File: config.mk
export PLATFORM = sky130hd
export DESIGN_NAME = cache_ctrl
export DESIGN_NICKNAME = d
export VERILOG_FILES = /design/src/common/mem_pkg.sv /design/src/mem_system/cache_ctrl.sv
export SDC_FILE = /design/constraint.sdc
export NUM_CORES = 1
export LEC_CHECK = 0
export BUFFER_PORTS_ARGS = -buffer_cell sky130_fd_sc_hd__buf_2
export CAP_MARGIN = 20
export CORE_AREA = 3 3 69 71
export DETAILED_ROUTE_END_ITERATION = 6
export DIE_AREA = 0 0 72 74
export PLACE_DENSITY = 0.77
export SLEW_MARGIN = 10
export SYNTH_ARGS = -nofsm -noshare
export SYNTH_HDL_FRONTEND = slang
export SYNTH_SLANG_ARGS = --single-unit
File: constraint.sdc
create_clock -name clk -period 1.4 [get_ports clk]
set_clock_uncertainty 0.1 [all_clocks]
set_input_delay 0.28 -clock clk [delete_from_list [all_inputs] [get_ports clk]]
set_output_delay 0.28 -clock clk [all_outputs]
set_load 0.01 [all_outputs]
File: src/common/mem_pkg.sv
// Data memory subsystem shared definitions
// Address split, block timing, cache and memory link structs and the
// controller state encoding used across the cache, controller and memory
package mem_pkg;

    //////////////////////////////////////////////////////////////////////
    // Widths
    //////////////////////////////////////////////////////////////////////
    localparam int ADDR_W  = 16;
    localparam int DATA_W  = 16;
    localparam int TAG_W   = 5;   // addr[15:11]
    localparam int INDEX_W = 8;   // addr[10:3]
    localparam int WORD_W  = 2;   // addr[2:1], addr[0] must be zero

    // Word address into main memory
    localparam int WADDR_W   = ADDR_W - 1;
    localparam int NUM_LINES = 2 ** INDEX_W;

    //////////////////////////////////////////////////////////////////////
    // Timing
    //////////////////////////////////////////////////////////////////////
    localparam int BEATS       = 4;
    localparam int MEM_LATENCY = 2;
    localparam int BANK_BUSY   = 4;

    localparam int MEM_WORDS = 2 ** WADDR_W;
    localparam int BANK_ROWS = MEM_WORDS / BEATS;

    //////////////////////////////////////////////////////////////////////
    // Link types
    //////////////////////////////////////////////////////////////////////
    typedef struct packed {
        logic [INDEX_W-1:0] index;
        logic [WORD_W-1:0]  word;
        logic [TAG_W-1:0]   tag;
        logic [DATA_W-1:0]  wdata;
        logic               write;
        logic               comp;
        logic               set_valid;
    } cache_cmd_t;

    typedef struct packed {
        logic              hit;
        logic              valid;
        logic              dirty;
        logic [TAG_W-1:0]  tag;
        logic [DATA_W-1:0] rdata;
    } cache_rsp_t;

    typedef struct packed {
        logic [WADDR_W-1:0] waddr;
        logic [DATA_W-1:0]  wdata;
        logic               wr;
        logic               rd;
    } bank_req_t;

    typedef struct packed {
        logic [DATA_W-1:0] rdata;
        logic              rd_valid;
    } bank_rsp_t;

    typedef enum logic [2:0] {
        IDLE,
        WB,
        FETCH,
        FILL,
        TOUCH,
        DONE,
        ERR
    } ctrl_state_e;

endpackage

File: src/mem_system/cache_ctrl.sv
// Cache controller FSM
// Answers hits in the request cycle. On a miss it writes back a dirty
// victim, fetches the block one word per cycle, fills the cache and
// replays the access. Bad requests lock it in a sticky error state.
`timescale 1ns/1ps

module cache_ctrl
    import mem_pkg::*;
(
    input  logic              clk,
    input  logic              rst_n,
    input  logic [ADDR_W-1:0] addr,
    input  logic [DATA_W-1:0] data_in,
    input  logic              rd,
    input  logic              wr,
    output cache_cmd_t        cache_cmd,
    input  cache_rsp_t        cache_rsp,
    output bank_req_t         bank_req,
    input  bank_rsp_t         bank_rsp,
    output logic              issue_clr,
    output logic              issue_step,
    output logic              fill_clr,
    output logic              fill_step,
    input  logic [WORD_W-1:0] issue_count,
    input  logic [WORD_W-1:0] fill_count,
    input  logic              issue_last,
    input  logic              fill_last,
    output logic [DATA_W-1:0] data_out,
    output logic              done,
    output logic              stall,
    output logic              cache_hit,
    output logic              err
);

    ctrl_state_e        state_q;
    ctrl_state_e        state_d;
    logic [TAG_W-1:0]   addr_tag;
    logic [INDEX_W-1:0] addr_index;
    logic [WORD_W-1:0]  addr_word;
    logic               req;
    logic               bad_req;
    logic               hit_now;

    assign addr_tag   = addr[ADDR_W-1 -: TAG_W];
    assign addr_index = addr[WORD_W+1 +: INDEX_W];
    assign addr_word  = addr[1 +: WORD_W];

    assign req     = rd | wr;
    assign bad_req = addr[0] | (rd & wr);
    assign hit_now = req & ~bad_req & cache_rsp.hit;

    // Every returned word is part of a fill
    assign fill_step = bank_rsp.rd_valid;
    assign data_out  = cache_rsp.rdata;

    always_ff @(posedge clk or negedge rst_n) begin
        if (!rst_n) begin
            state_q <= IDLE;
        end else begin
            state_q <= state_d;
        end
    end

    //////////////////////////////////////////////////////////////////////
    // Next state and outputs
    //////////////////////////////////////////////////////////////////////
    always_comb begin
        state_d    = state_q;
        issue_clr  = 1'b0;
        issue_step = 1'b0;
        fill_clr   = 1'b0;
        done       = 1'b0;
        cache_hit  = 1'b0;
        stall      = 1'b1;
        err        = 1'b0;

        // Default is a compare read of the requested word
        cache_cmd.index     = addr_index;
        cache_cmd.word      = addr_word;
        cache_cmd.tag       = addr_tag;
        cache_cmd.wdata     = data_in;
        cache_cmd.write     = 1'b0;
        cache_cmd.comp      = 1'b1;
        cache_cmd.set_valid = 1'b0;

        bank_req.waddr = {addr_tag, addr_index, issue_count};
        bank_req.wdata = cache_rsp.rdata;
        bank_req.wr    = 1'b0;
        bank_req.rd    = 1'b0;

        // Returned words land while reads are still being issued
        if (state_q == FETCH || state_q == FILL) begin
            cache_cmd.comp      = 1'b0;
            cache_cmd.word      = fill_count;
            cache_cmd.wdata     = bank_rsp.rdata;
            cache_cmd.write     = bank_rsp.rd_valid;
            cache_cmd.set_valid = 1'b1;
        end

        case (state_q)
            IDLE: begin
                stall           = 1'b0;
                issue_clr       = 1'b1;
                fill_clr        = 1'b1;
                cache_cmd.write = wr & hit_now;
                done            = hit_now;
                cache_hit       = hit_now;
                if (req) begin
                    if (bad_req) begin
                        state_d = ERR;
                    end else if (!cache_rsp.hit) begin
                        state_d = (cache_rsp.valid && cache_rsp.dirty) ? WB : FETCH;
                    end
                end
            end
            WB: begin
                // Victim word goes back to its own tag's block
                cache_cmd.comp = 1'b0;
                cache_cmd.word = issue_count;
                bank_req.waddr = {cache_rsp.tag, addr_index, issue_count};
                bank_req.wr    = 1'b1;
                issue_step     = 1'b1;
                if (issue_last) begin
                    state_d = FETCH;
                end
            end
            FETCH: begin
                bank_req.rd = 1'b1;
                issue_step  = 1'b1;
                if (issue_last) begin
                    state_d = FILL;
                end
            end
            FILL: begin
                if (bank_rsp.rd_valid && fill_last) begin
                    state_d = TOUCH;
                end
            end
            TOUCH: begin
                cache_cmd.write = wr;
                state_d         = DONE;
            end
            DONE: begin
                done    = 1'b1;
                state_d = IDLE;
            end
            ERR: begin
                stall = 1'b0;
                err   = 1'b1;
            end
            default: begin
                state_d = ERR;
            end
        endcase
    end

endmodule

==> run_results.csv, run 1 <==
group,metric,value,unit
outcome,outcome,"complete, but fails checks",
outcome,violations,"setup timing",
clock_tree,cts_buffer_depth,2,
synthesis,synthArstFlopShare,100,%
die,design.die.area,0.00533,mm^2
global_routing,grt_max_degree,17,
critical_path,rr_startpoint,"state_q[2]$_DFFE_PN0P_",
sta,max-slew-margin-rel,84.0,%
pwr,p_leak,0.924,nW
final_layout,largest_register_ffs,3,
synthesis,syn_avg_cell_area,6.68,um^2
route,routedWlPerCell,10.9,um
die,initial_core_util,26.4,%
placement,placed_area,0.00133,mm^2
die,core_region_area,0.00429,mm^2
sta,setup_viol,36,
pwr,clkPwrFrac,10.4,%
route,routed-wl-met3,329,um
critical_path,crit_slowest_cell,"dfrtp_2",
critical_path,crit_path_max_incr_delay,0.40,ns
synthesis,synth_area_leader_cell,"buf_4",
final_layout,fin_util,36.5,%
global_routing,track_usage,9.83,%
sta,drv_slew,0,
job,max-cap-violations,0,
critical_path,critPathLaunchType,"flip-flop",
placement,gp_congestion,0.751,
final_layout,drive_gt1_share,63.6,%
route,first_iter_violations,18,
pwr,cellPowerDensity,1580,mW/mm^2
sta,rsz0062_at_grt,"yes",
clock_tree,htree_levels,1,
placement,port_buffers,101,
sta,worst-slew-pin-transition,0.236,ns
route,drcViolationCount,0,
final_layout,final_common_cell,"buf_2",
clock_tree,cts_tree,"done",
final_layout,n_antenna_cell,0,
synthesis,synth_nets,253,
sta,finalCritPeriodShare,128,%
synthesis,ys_warn_count,0,
route,wl_met1,1.02,mm
critical_path,worstPathRequired,1.02,ns
route,vias,1234,
clock_tree,worstSkewPairLatency,0.22,ns
die,ioPinCount,174,
placement,place_ws,-0.173,ns
global_routing,grt_pass1_vias,1012,
critical_path,ff2ff_path_depth,6,
final_layout,fin_nets,315,
die,num_rows,24,
critical_path,cp-startpoint,"state_q[1]$_DFFE_PN0P_",
synthesis,netlist_area,0.00113,mm^2
global_routing,grt_overflow,0,
die,fp.dieH,74,um
synthesis,synth_cell_type_count,31,
critical_path,path_buf_inv,2,
synthesis,ys_ff_latch,3,
critical_path,worstSetupPathType,"reg -> out",
critical_path,crit_chain,"nor3b_2, buf_6, mux2_4, buf_6",
route,vias_per_cell,4.36,
route,drtPass1Iterations,4,
pwr,ir_worst_vdd,0.917,mV
critical_path,r2r_end,"state_q[0]$_DFFE_PN0P_",
critical_path,path_delay_family,"flip-flops",
sta,timing.final.crit_period,1.79,ns
global_routing,antenna_found_initial,0,
clock_tree,cts.sinks,3,
final_layout,final_area,0.00157,mm^2
worst_hold_path,hold_class,"in -> async",
pwr,swShare,45.4,%
pwr,pwr-share-comb,83.2,%
critical_path,end_kind,"output pin",
pwr,intPower,1.35,mW
critical_path,crit_arrival,1.41,ns
sta,clock.fmax,0.558,GHz
die,die_w,72,um
critical_path,regToRegSetupSlack,-0.01,ns
critical_path,crit_top_cell,"buf_6",
sta,setup_ws,-0.393,ns
final_layout,nFillCells,457,
global_routing,grt_pass1_wl,4.17,mm
final_layout,syn_to_final_growth,37.9,%
route,dr_wl_met2,1.67,mm
synthesis,ys_top_cells_by_area,"buf_4 (39%), nand2_1 (19%), dfrtp_1 (6.6%)",
pwr,seqPwrFrac,6.3,%
synthesis,synthCells,170,
synthesis,ys.flop_type,"dfrtp_1",
final_layout,regMostFlops,"state_q",
final_layout,reg_top3,"state_q (3)",
final_layout,final_cell_mix,"buf_2 (93), nand2_1 (54), buf_6 (16)",
placement,hpwl,2.49,mm
clock_tree,cts.clk_slew.worst_paths,0.03,ns
sta,hold_viol_final,0,
synthesis,synth_edf_count,0,
critical_path,cp_max_fo,7,
route,antenna_left,0,
route,top_layer,"met4",
synthesis,synth-seq-area-share,6.62,%
clock_tree,root_buffer,"clkbuf_8",
pwr,p_sw,1.13,mW
synthesis,synth_top_area_share,39.0,%
critical_path,path_depth,4,
critical_path,endpoint,"bank_req[32]",
route,wl,3.09,mm
clock_tree,cts_made_buffers,3,
sta,tns,-9.97,ns
[power by group through the flow]
stage	Sequential, mW	Clock, mW	Combinational [mW]
final	0.157	0.258	2.06
after global placement	0.150	0	1.70
after detailed placement	0.153	0	1.73
after floorplan	0.172	0	1.20
after global routing	0.161	0.268	2.25
after CTS	0.154	0.268	1.93
[layer usage]
layer	up-vias	GRT usage, %
met5	-	0
met4	0	5.85
met3	13	1.76
met2	80	19.9
met1	523	9.08
li1	618	-
[kinds of logic after synthesis]
group	after synthesis	synth area share, %
compound gates	18	10.6
buf+inv	68	44.8
flops	3	6.62
simple gates	72	28.1
mux	7	8.38
xor+xnor	2	1.54
[worst min-delay path by stage]
stage / start / end / slack, ns / cells past startpoint
finish: rst_n / state_q[2]$_DFFE_PN0P_ / 0.28 / 2
global route: rst_n / state_q[2]$_DFFE_PN0P_ / 0.30 / 2
CTS: rst_n / state_q[2]$_DFFE_PN0P_ / 0.27 / 2
detailed placement: rst_n / state_q[0]$_DFFE_PN0P_ / -0.02 / 1
global placement: rst_n / state_q[0]$_DFFE_PN0P_ / -0.02 / 1
floorplan: rst_n / state_q[0]$_DFFE_PN0P_ / -0.12 / 0
[Yosys cell counts (2+ instances only)]
library cell / instances
a21oi_1: 3
and3_1: 2
buf_4: 59
buf_6: 4
dfrtp_1: 3
inv_1: 3
mux2_4: 5
mux2i_1: 2
nand2_1: 56
nand2b_1: 2
nand3_1: 2
nor2_1: 4
o21ai_0: 5
o21ai_1: 3
[worst reg2reg max path, cell delays in order, from the launching register on]
cell     delay [ns]
dfrtp_1        0.37
buf_4          0.17
buf_6          0.12
inv_2          0.03
buf_4          0.13
o311a_1        0.11
a32o_2         0.25
[cell type report]
class                      count  area, um^2  share of cell area (%)
multi-input combinational     99         611                    39.0
timing repair buffer         121         751                    48.0
inverter                       4        17.5                    1.12
tap                           52        65.1                    4.16
clock buffer                   4        45.0                    2.88
sequential                     3        76.3                    4.88
[per-stage QoR]
step	hold slack (ns)	total power, mW	std cells
floorplan	-0.116	1.37	170
global route	0.295	2.67	283
CTS	0.273	2.36	280
finish	0.281	2.48	283
detailed placement	-0.0234	1.88	271
global placement	-0.0242	1.85	271
[timing repair]
| item | in CTS | in global routing |
|---|---|---|
| endpoints found under the setup margin | 35 | 37 |
| hold buffers | 1 | 0 |
| gates cloned | 0 | 0 |
| pin swaps | 3 | 8 |
| setup buffers | 4 | 4 |
| resized for setup | 17 | 17 |
| hold endpoints to repair | 3 | 0 |
Power figures use the tool's default switching activity.
==> run 2: changes to the inputs <==
- CORE_AREA: 3 3 69 71 -> 2 2 68 70
- DIE_AREA: 0 0 72 74 -> 0 0 70 72
==> run_results.csv, run 2 (synthesis results as in run 1) <==
group,metric,value,unit
critical_path,path_buf_inv,2,
final_layout,reg_top3,"state_q (3)",
clock_tree,htree_levels,1,
final_layout,drive_gt1_share,70.1,%
pwr,p_sw,1.29,mW
sta,finalCritPeriodShare,128,%
die,core_region_area,0.00426,mm^2
sta,setup_ws,-0.387,ns
critical_path,crit_path_max_incr_delay,0.41,ns
die,num_rows,24,
sta,tns,-11.40,ns
route,drcViolationCount,0,
pwr,cellPowerDensity,1670,mW/mm^2
final_layout,nFillCells,431,
global_routing,grt_max_degree,18,
final_layout,final_area,0.00178,mm^2
die,die_w,70,um
pwr,p_leak,1.02,nW
placement,hpwl,2.64,mm
clock_tree,cts_buffer_depth,2,
route,vias,1244,
clock_tree,cts_tree,"done",
die,fp.dieH,72,um
global_routing,gr-usage-met1,10.0,%
critical_path,worstSetupPathType,"reg -> out",
global_routing,track_usage,11.1,%
route,antenna_left,0,
outcome,violations,"setup timing",
route,wl,3.61,mm
final_layout,n_antenna_cell,0,
critical_path,crit_arrival,1.41,ns
critical_path,critPathLaunchType,"flip-flop",
critical_path,crit_slowest_cell,"dfrtp_2",
clock_tree,cts.clk_slew.worst_paths,0.03,ns
critical_path,ff2ff_path_depth,6,
pwr,clkPwrFrac,8.4,%
final_layout,final_cell_mix,"buf_2 (88), nand2_1 (35), buf_6 (21)",
placement,place_inst,268,
clock_tree,cts.sinks,3,
placement,gp_congestion,0.753,
sta,worst-slew-pin-transition,0.268,ns
placement,placed_area,0.00130,mm^2
worst_hold_path,hold_class,"in -> async",
critical_path,cp_max_fo,7,
final_layout,stdcell_count,286,
critical_path,end_kind,"output pin",
pwr,seqPwrFrac,5.3,%
route,vias_per_cell,4.35,
global_routing,antenna_found_initial,0,
critical_path,rr_startpoint,"state_q[1]$_DFFE_PN0P_",
final_layout,regMostFlops,"state_q",
sta,setup_viol,36,
route,first_iter_violations,8,
final_layout,final_common_cell,"buf_2",
die,initial_core_util,26.6,%
global_routing,grt.busiest_layer,"met2",
critical_path,regToRegSetupSlack,-0.03,ns
sta,max-slew-margin-rel,81.9,%
clock_tree,worstSkewPairLatency,0.21,ns
critical_path,crit_top_cell,"buf_6",
sta,timing.final.crit_period,1.79,ns
die,ioPinCount,174,
final_layout,fin_nets,318,
sta,drv_slew,0,
global_routing,grt_pass1_wl,4.66,mm
critical_path,path_delay_family,"flip-flops",
critical_path,worstPathRequired,1.02,ns
final_layout,syn_to_final_growth,57.1,%
global_routing,grt_pass1_vias,1114,
die,design.die.area,0.00504,mm^2
clock_tree,cts_made_buffers,3,
sta,clock.fmax,0.560,GHz
clock_tree,root_buffer,"clkbuf_8",
route,routedWlPerCell,12.6,um
job,max-cap-violations,0,
pwr,pwr-share-comb,86.3,%
final_layout,largest_register_ffs,3,
sta,hold_viol_final,0,
sta,rsz0062_at_grt,"yes",
global_routing,grt.met3_usage,3.89,%
global_routing,grt_use_met2,22.4,%
pwr,ir_worst_vdd,0.851,mV
route,drtPass1Iterations,3,
critical_path,crit_chain,"nor3b_2, buf_6, mux2_4, buf_6",
outcome,outcome,"complete, but fails checks",
pwr,swShare,43.4,%
global_routing,grt_overflow,0,
placement,port_buffers,101,
critical_path,r2r_end,"state_q[0]$_DFFE_PN0P_",
pwr,intPower,1.68,mW
==> run 2: cell count changes in the layout (fill, tap and decap cells not counted), moves of 2 or more <==
cell / previous run / this run
nor2_2: 4 / 2
nand2_4: 1 / 7
buf_2: 93 / 88
nand2_1: 54 / 35
buf_8: 0 / 2
nand2_2: 1 / 14
clkbuf_16: 0 / 4
buf_4: 10 / 6
buf_6: 16 / 21
==> run 2: layer usage <==
layer	part of all wire, %	up-vias
li1	-	623
met1	34	531
met2	54	80
met3	11	10
met4	1.1	0
met5	0	-
==> run 2: layout make-up <==
cell class / count / area (um^2) / share of cell area, %
Multi-Input combinational cell: 99 / 674 / 37.8
Inverter: 4 / 20.0 / 1.12
Tap cell: 52 / 65.1 / 3.65
Timing Repair Buffer: 124 / 902 / 50.6
Clock buffer: 4 / 45.0 / 2.53
Sequential cell: 3 / 76.3 / 4.28
==> run 2: timing repair <==
| action | CTS | global route |
|---|---|---|
| pin swaps | 2 | 26 |
| setup endpoints to repair | 35 | 35 |
| gates cloned | 0 | 4 |
| gates resized for setup | 17 | 49 |
| setup buffers | 2 | 7 |
| endpoints found under the hold margin | 3 | 0 |
| hold buffers | 1 | 0 |
==> run 2: power by group through the flow <==
stage	Combinational, mW	Sequential (mW)	Clock [mW]
after floorplan	1.20	0.172	0
after global placement	1.67	0.152	0
after detailed placement	1.69	0.157	0
after CTS	1.83	0.155	0.259
after global routing	2.77	0.163	0.265
final	2.57	0.158	0.249
==> run 2: stage by stage <==
step	hold slack (ns)	setup WS [ns]	util (%)	power, mW
2_1_floorplan	-0.116	-0.0883	-	1.37
3_3_place_gp	-0.0225	-0.182	30.5	1.82
3_5_place_dp	-0.0222	-0.188	30.5	1.84
4_1_cts	0.281	-0.402	33.9	2.25
5_1_grt	0.298	-0.428	41.8	3.20
6_report	0.293	-0.387	41.8	2.97
==> run 2: worst max-delay path by stage <==
stage / startpoint / end / cells past startpoint
global route: state_q[2]$_DFFE_PN0P_ / cache_hit / 5
detailed placement: state_q[1]$_DFFE_PN0P_ / bank_req[31] / 4
floorplan: state_q[1]$_DFFE_PN0P_ / bank_req[28] / 3
global placement: state_q[1]$_DFFE_PN0P_ / bank_req[31] / 4
finish: state_q[1]$_DFFE_PN0P_ / bank_req[32] / 4
CTS: state_q[2]$_DFFE_PN0P_ / bank_req[31] / 4
==> run 3: changes to the inputs <==
- ABC_AREA: default -> 1
- CORE_AREA: 2 2 68 70 -> 2 2 69 71
- DIE_AREA: 0 0 70 72 -> 0 0 71 73
- GPL_TIMING_DRIVEN: default -> 0
- PLACE_DENSITY: 0.77 -> 0.75
==> run_results.csv, run 3 <==
group,metric,value,unit
final_layout,final_common_cell,"buf_2",
clock_tree,worstSkewPairLatency,0.22,ns
synthesis,synth_area_leader_cell,"buf_4",
sta,setup_ws,-0.329,ns
clock_tree,cts.clk_slew.worst_paths,0.03,ns
die,design.die.area,0.00518,mm^2
final_layout,nFillCells,476,
global_routing,antenna_found_initial,0,
sta,timing.final.crit_period,1.73,ns
synthesis,ys_top_cells_by_area,"buf_4 (40%), nand2_1 (31%), dfrtp_1 (6.8%)",
final_layout,drive_gt1_share,72.8,%
sta,holdWs,0.283,ns
final_layout,syn_to_final_growth,108,%
placement,hpwl,3.52,mm
critical_path,ff2ff_path_depth,10,
die,ioPinCount,174,
synthesis,ys.flop_type,"dfrtp_1",
die,die_w,71,um
synthesis,yosysMostFrequentCell,"nand2_1",
clock_tree,cts_buffer_depth,2,
final_layout,multi_input_area,642,um^2
global_routing,grt_max_degree,11,
pwr,cellPowerDensity,1520,mW/mm^2
global_routing,grt_pass1_wl,6.09,mm
critical_path,end_kind,"output pin",
final_layout,n_antenna_cell,0,
synthesis,synthArstFlopShare,100,%
synthesis,ys_ff_latch,3,
clock_tree,cts_tree,"done",
die,fp.dieH,73,um
global_routing,grt_overflow,0,
route,routedWlPerCell,10.3,um
route,drtPass1Iterations,4,
route,wl,4.40,mm
sta,rsz0062_at_grt,"yes",
outcome,violations,"setup timing",
sta,worst-slew-pin-transition,0.259,ns
synthesis,syn_avg_cell_area,5.48,um^2
critical_path,critPathLaunchType,"flip-flop",
clock_tree,root_buffer,"clkbuf_8",
critical_path,r2r_end,"state_q[0]$_DFFE_PN0P_",
clock_tree,cts_made_buffers,3,
sta,clock.fmax,0.578,GHz
route,vias,1734,
global_routing,grt_pass1_vias,1423,
critical_path,worstSetupPathType,"reg -> out",
final_layout,final_cell_mix,"buf_2 (144), nand2_1 (74), buf_4 (67)",
placement,port_buffers,149,
synthesis,synthTopCellsByCount,"nand2_1 (90), buf_4 (59), nor2_1 (13)",
route,antenna_left,0,
placement,gp_congestion,0.897,
route,vias_per_cell,4.07,
synthesis,ys_warn_count,0,
final_layout,largest_register_ffs,3,
sta,finalCritPeriodShare,124,%
clock_tree,cts.sinks,3,
die,num_rows,25,
outcome,outcome,"complete, but fails checks",
final_layout,ff_latch_area,78.8,um^2
synthesis,synth_cell_type_count,15,
route,first_iter_violations,30,
synthesis,synth_top_area_share,40.0,%
final_layout,reg_top3,"state_q (3)",
die,initial_core_util,24.4,%
synthesis,netlist_area,0.00111,mm^2
critical_path,crit_arrival,1.35,ns
critical_path,regToRegSetupSlack,-0.07,ns
sta,hold_viol_final,0,
synthesis,synth-seq-area-share,6.79,%
final_layout,fin_nets,456,
critical_path,worstPathRequired,1.02,ns
job,max-cap-violations,0,
sta,drv_slew,0,
critical_path,cp_max_fo,10,
global_routing,track_usage,14.2,%
route,drcViolationCount,0,
synthesis,synth_edf_count,0,
worst_hold_path,hold_class,"in -> async",
synthesis,synth_nets,285,
pwr,p_leak,1.46,nW
pwr,ir_worst_vdd,1.20,mV
clock_tree,htree_levels,1,
sta,setup_viol,37,
critical_path,rr_startpoint,"state_q[0]$_DFFE_PN0P_",
synthesis,synthCells,202,
die,core_region_area,0.00454,mm^2
final_layout,regMostFlops,"state_q",
sta,max-slew-margin-rel,82.7,%
final_layout,fin_util,50.7,%
## run 3: power breakdown
group | leakage [nW] | switching [mW] | total (mW) | internal [mW]
registers | 0.0327 | 0.0969 | 0.244 | 0.147
clock network | 0.0228 | 0.0582 | 0.253 | 0.194
logic | 1.40 | 1.55 | 2.99 | 1.45
total | 1.46 | 1.70 | 3.49 | 1.79
## run 3: cell type report
type	instances	area share, %
Buffer	61	20.7
Timing Repair Buffer	166	40.3
Clock buffer	4	1.96
Sequential cell	3	3.43
Multi-Input combinational cell	126	27.9
Inverter	12	2.72
Tap cell	54	2.94
## run 3: per-layer routing
metal / global-route usage, % / share of wire [%] / vias to the layer above
met5: 0 / 0 / -
met2: 28.0 / 57 / 83
li1: - / - / 893
met4: 4.61 / 1.5 / 0
met3: 2.35 / 8.3 / 9
met1: 15.2 / 33 / 749
## run 3: how the worst max path moves through the flow
stage                                 from      endpoint  slack, ns  depth (start not counted)
floorplan           state_q[0]$_DFFE_PN0P_          done      -0.02                          5
global placement    state_q[1]$_DFFE_PN0P_  cache_cmd[9]      -0.29                          7
detailed placement  state_q[1]$_DFFE_PN0P_  cache_cmd[9]      -0.29                          7
CTS                 state_q[1]$_DFFE_PN0P_  cache_cmd[4]      -0.34                          7
global route        state_q[1]$_DFFE_PN0P_  cache_cmd[3]      -0.40                          7
finish              state_q[1]$_DFFE_PN0P_  bank_req[32]      -0.33                          7
## run 3: what timing repair did
| action | in CTS | in global routing |
|---|---|---|
| cloned | 2 | 0 |
| pin swaps | 6 | 8 |
| setup buffers | 10 | 4 |
| hold buffers | 1 | 0 |
| resized for setup | 27 | 22 |
| endpoints found under the hold margin | 3 | 0 |
| setup endpoints to repair | 35 | 38 |
## run 3: logic make-up after synthesis
group,count (synthesis),share of synthesized area (%)
AO/OA/AOI/OAI,8,3.85
buffers and inverters,73,45.0
flip-flops,3,6.79
AND/OR/NAND/NOR,118,44.3
## run 3: stage by stage
| stage | power, mW | worst slack (ns) | TNS [ns] | std cells | instance area (um^2) |
|---|---|---|---|---|---|
| after floorplan | 1.71 | -0.0212 | -0.0518 | 202 | 1160 |
| after global placement | 2.49 | -0.286 | -5.32 | 405 | 1970 |
| after detailed placement | 2.51 | -0.290 | -5.40 | 405 | 1970 |
| after CTS | 3.23 | -0.344 | -10.39 | 422 | 2190 |
| after global routing | 3.78 | -0.400 | -12.35 | 426 | 2300 |
| final | 3.49 | -0.329 | -9.93 | 426 | 2300 |
## run 3: worst max-delay path, cell delays in order, from the launching register on
cell and delay (ns):
dfrtp_2 0.45, inv_4 0.09, nand3_1 0.10, buf_6 0.18
inv_6 0.08, nand2_1 0.05, nand2_1 0.05, buf_2 0.12
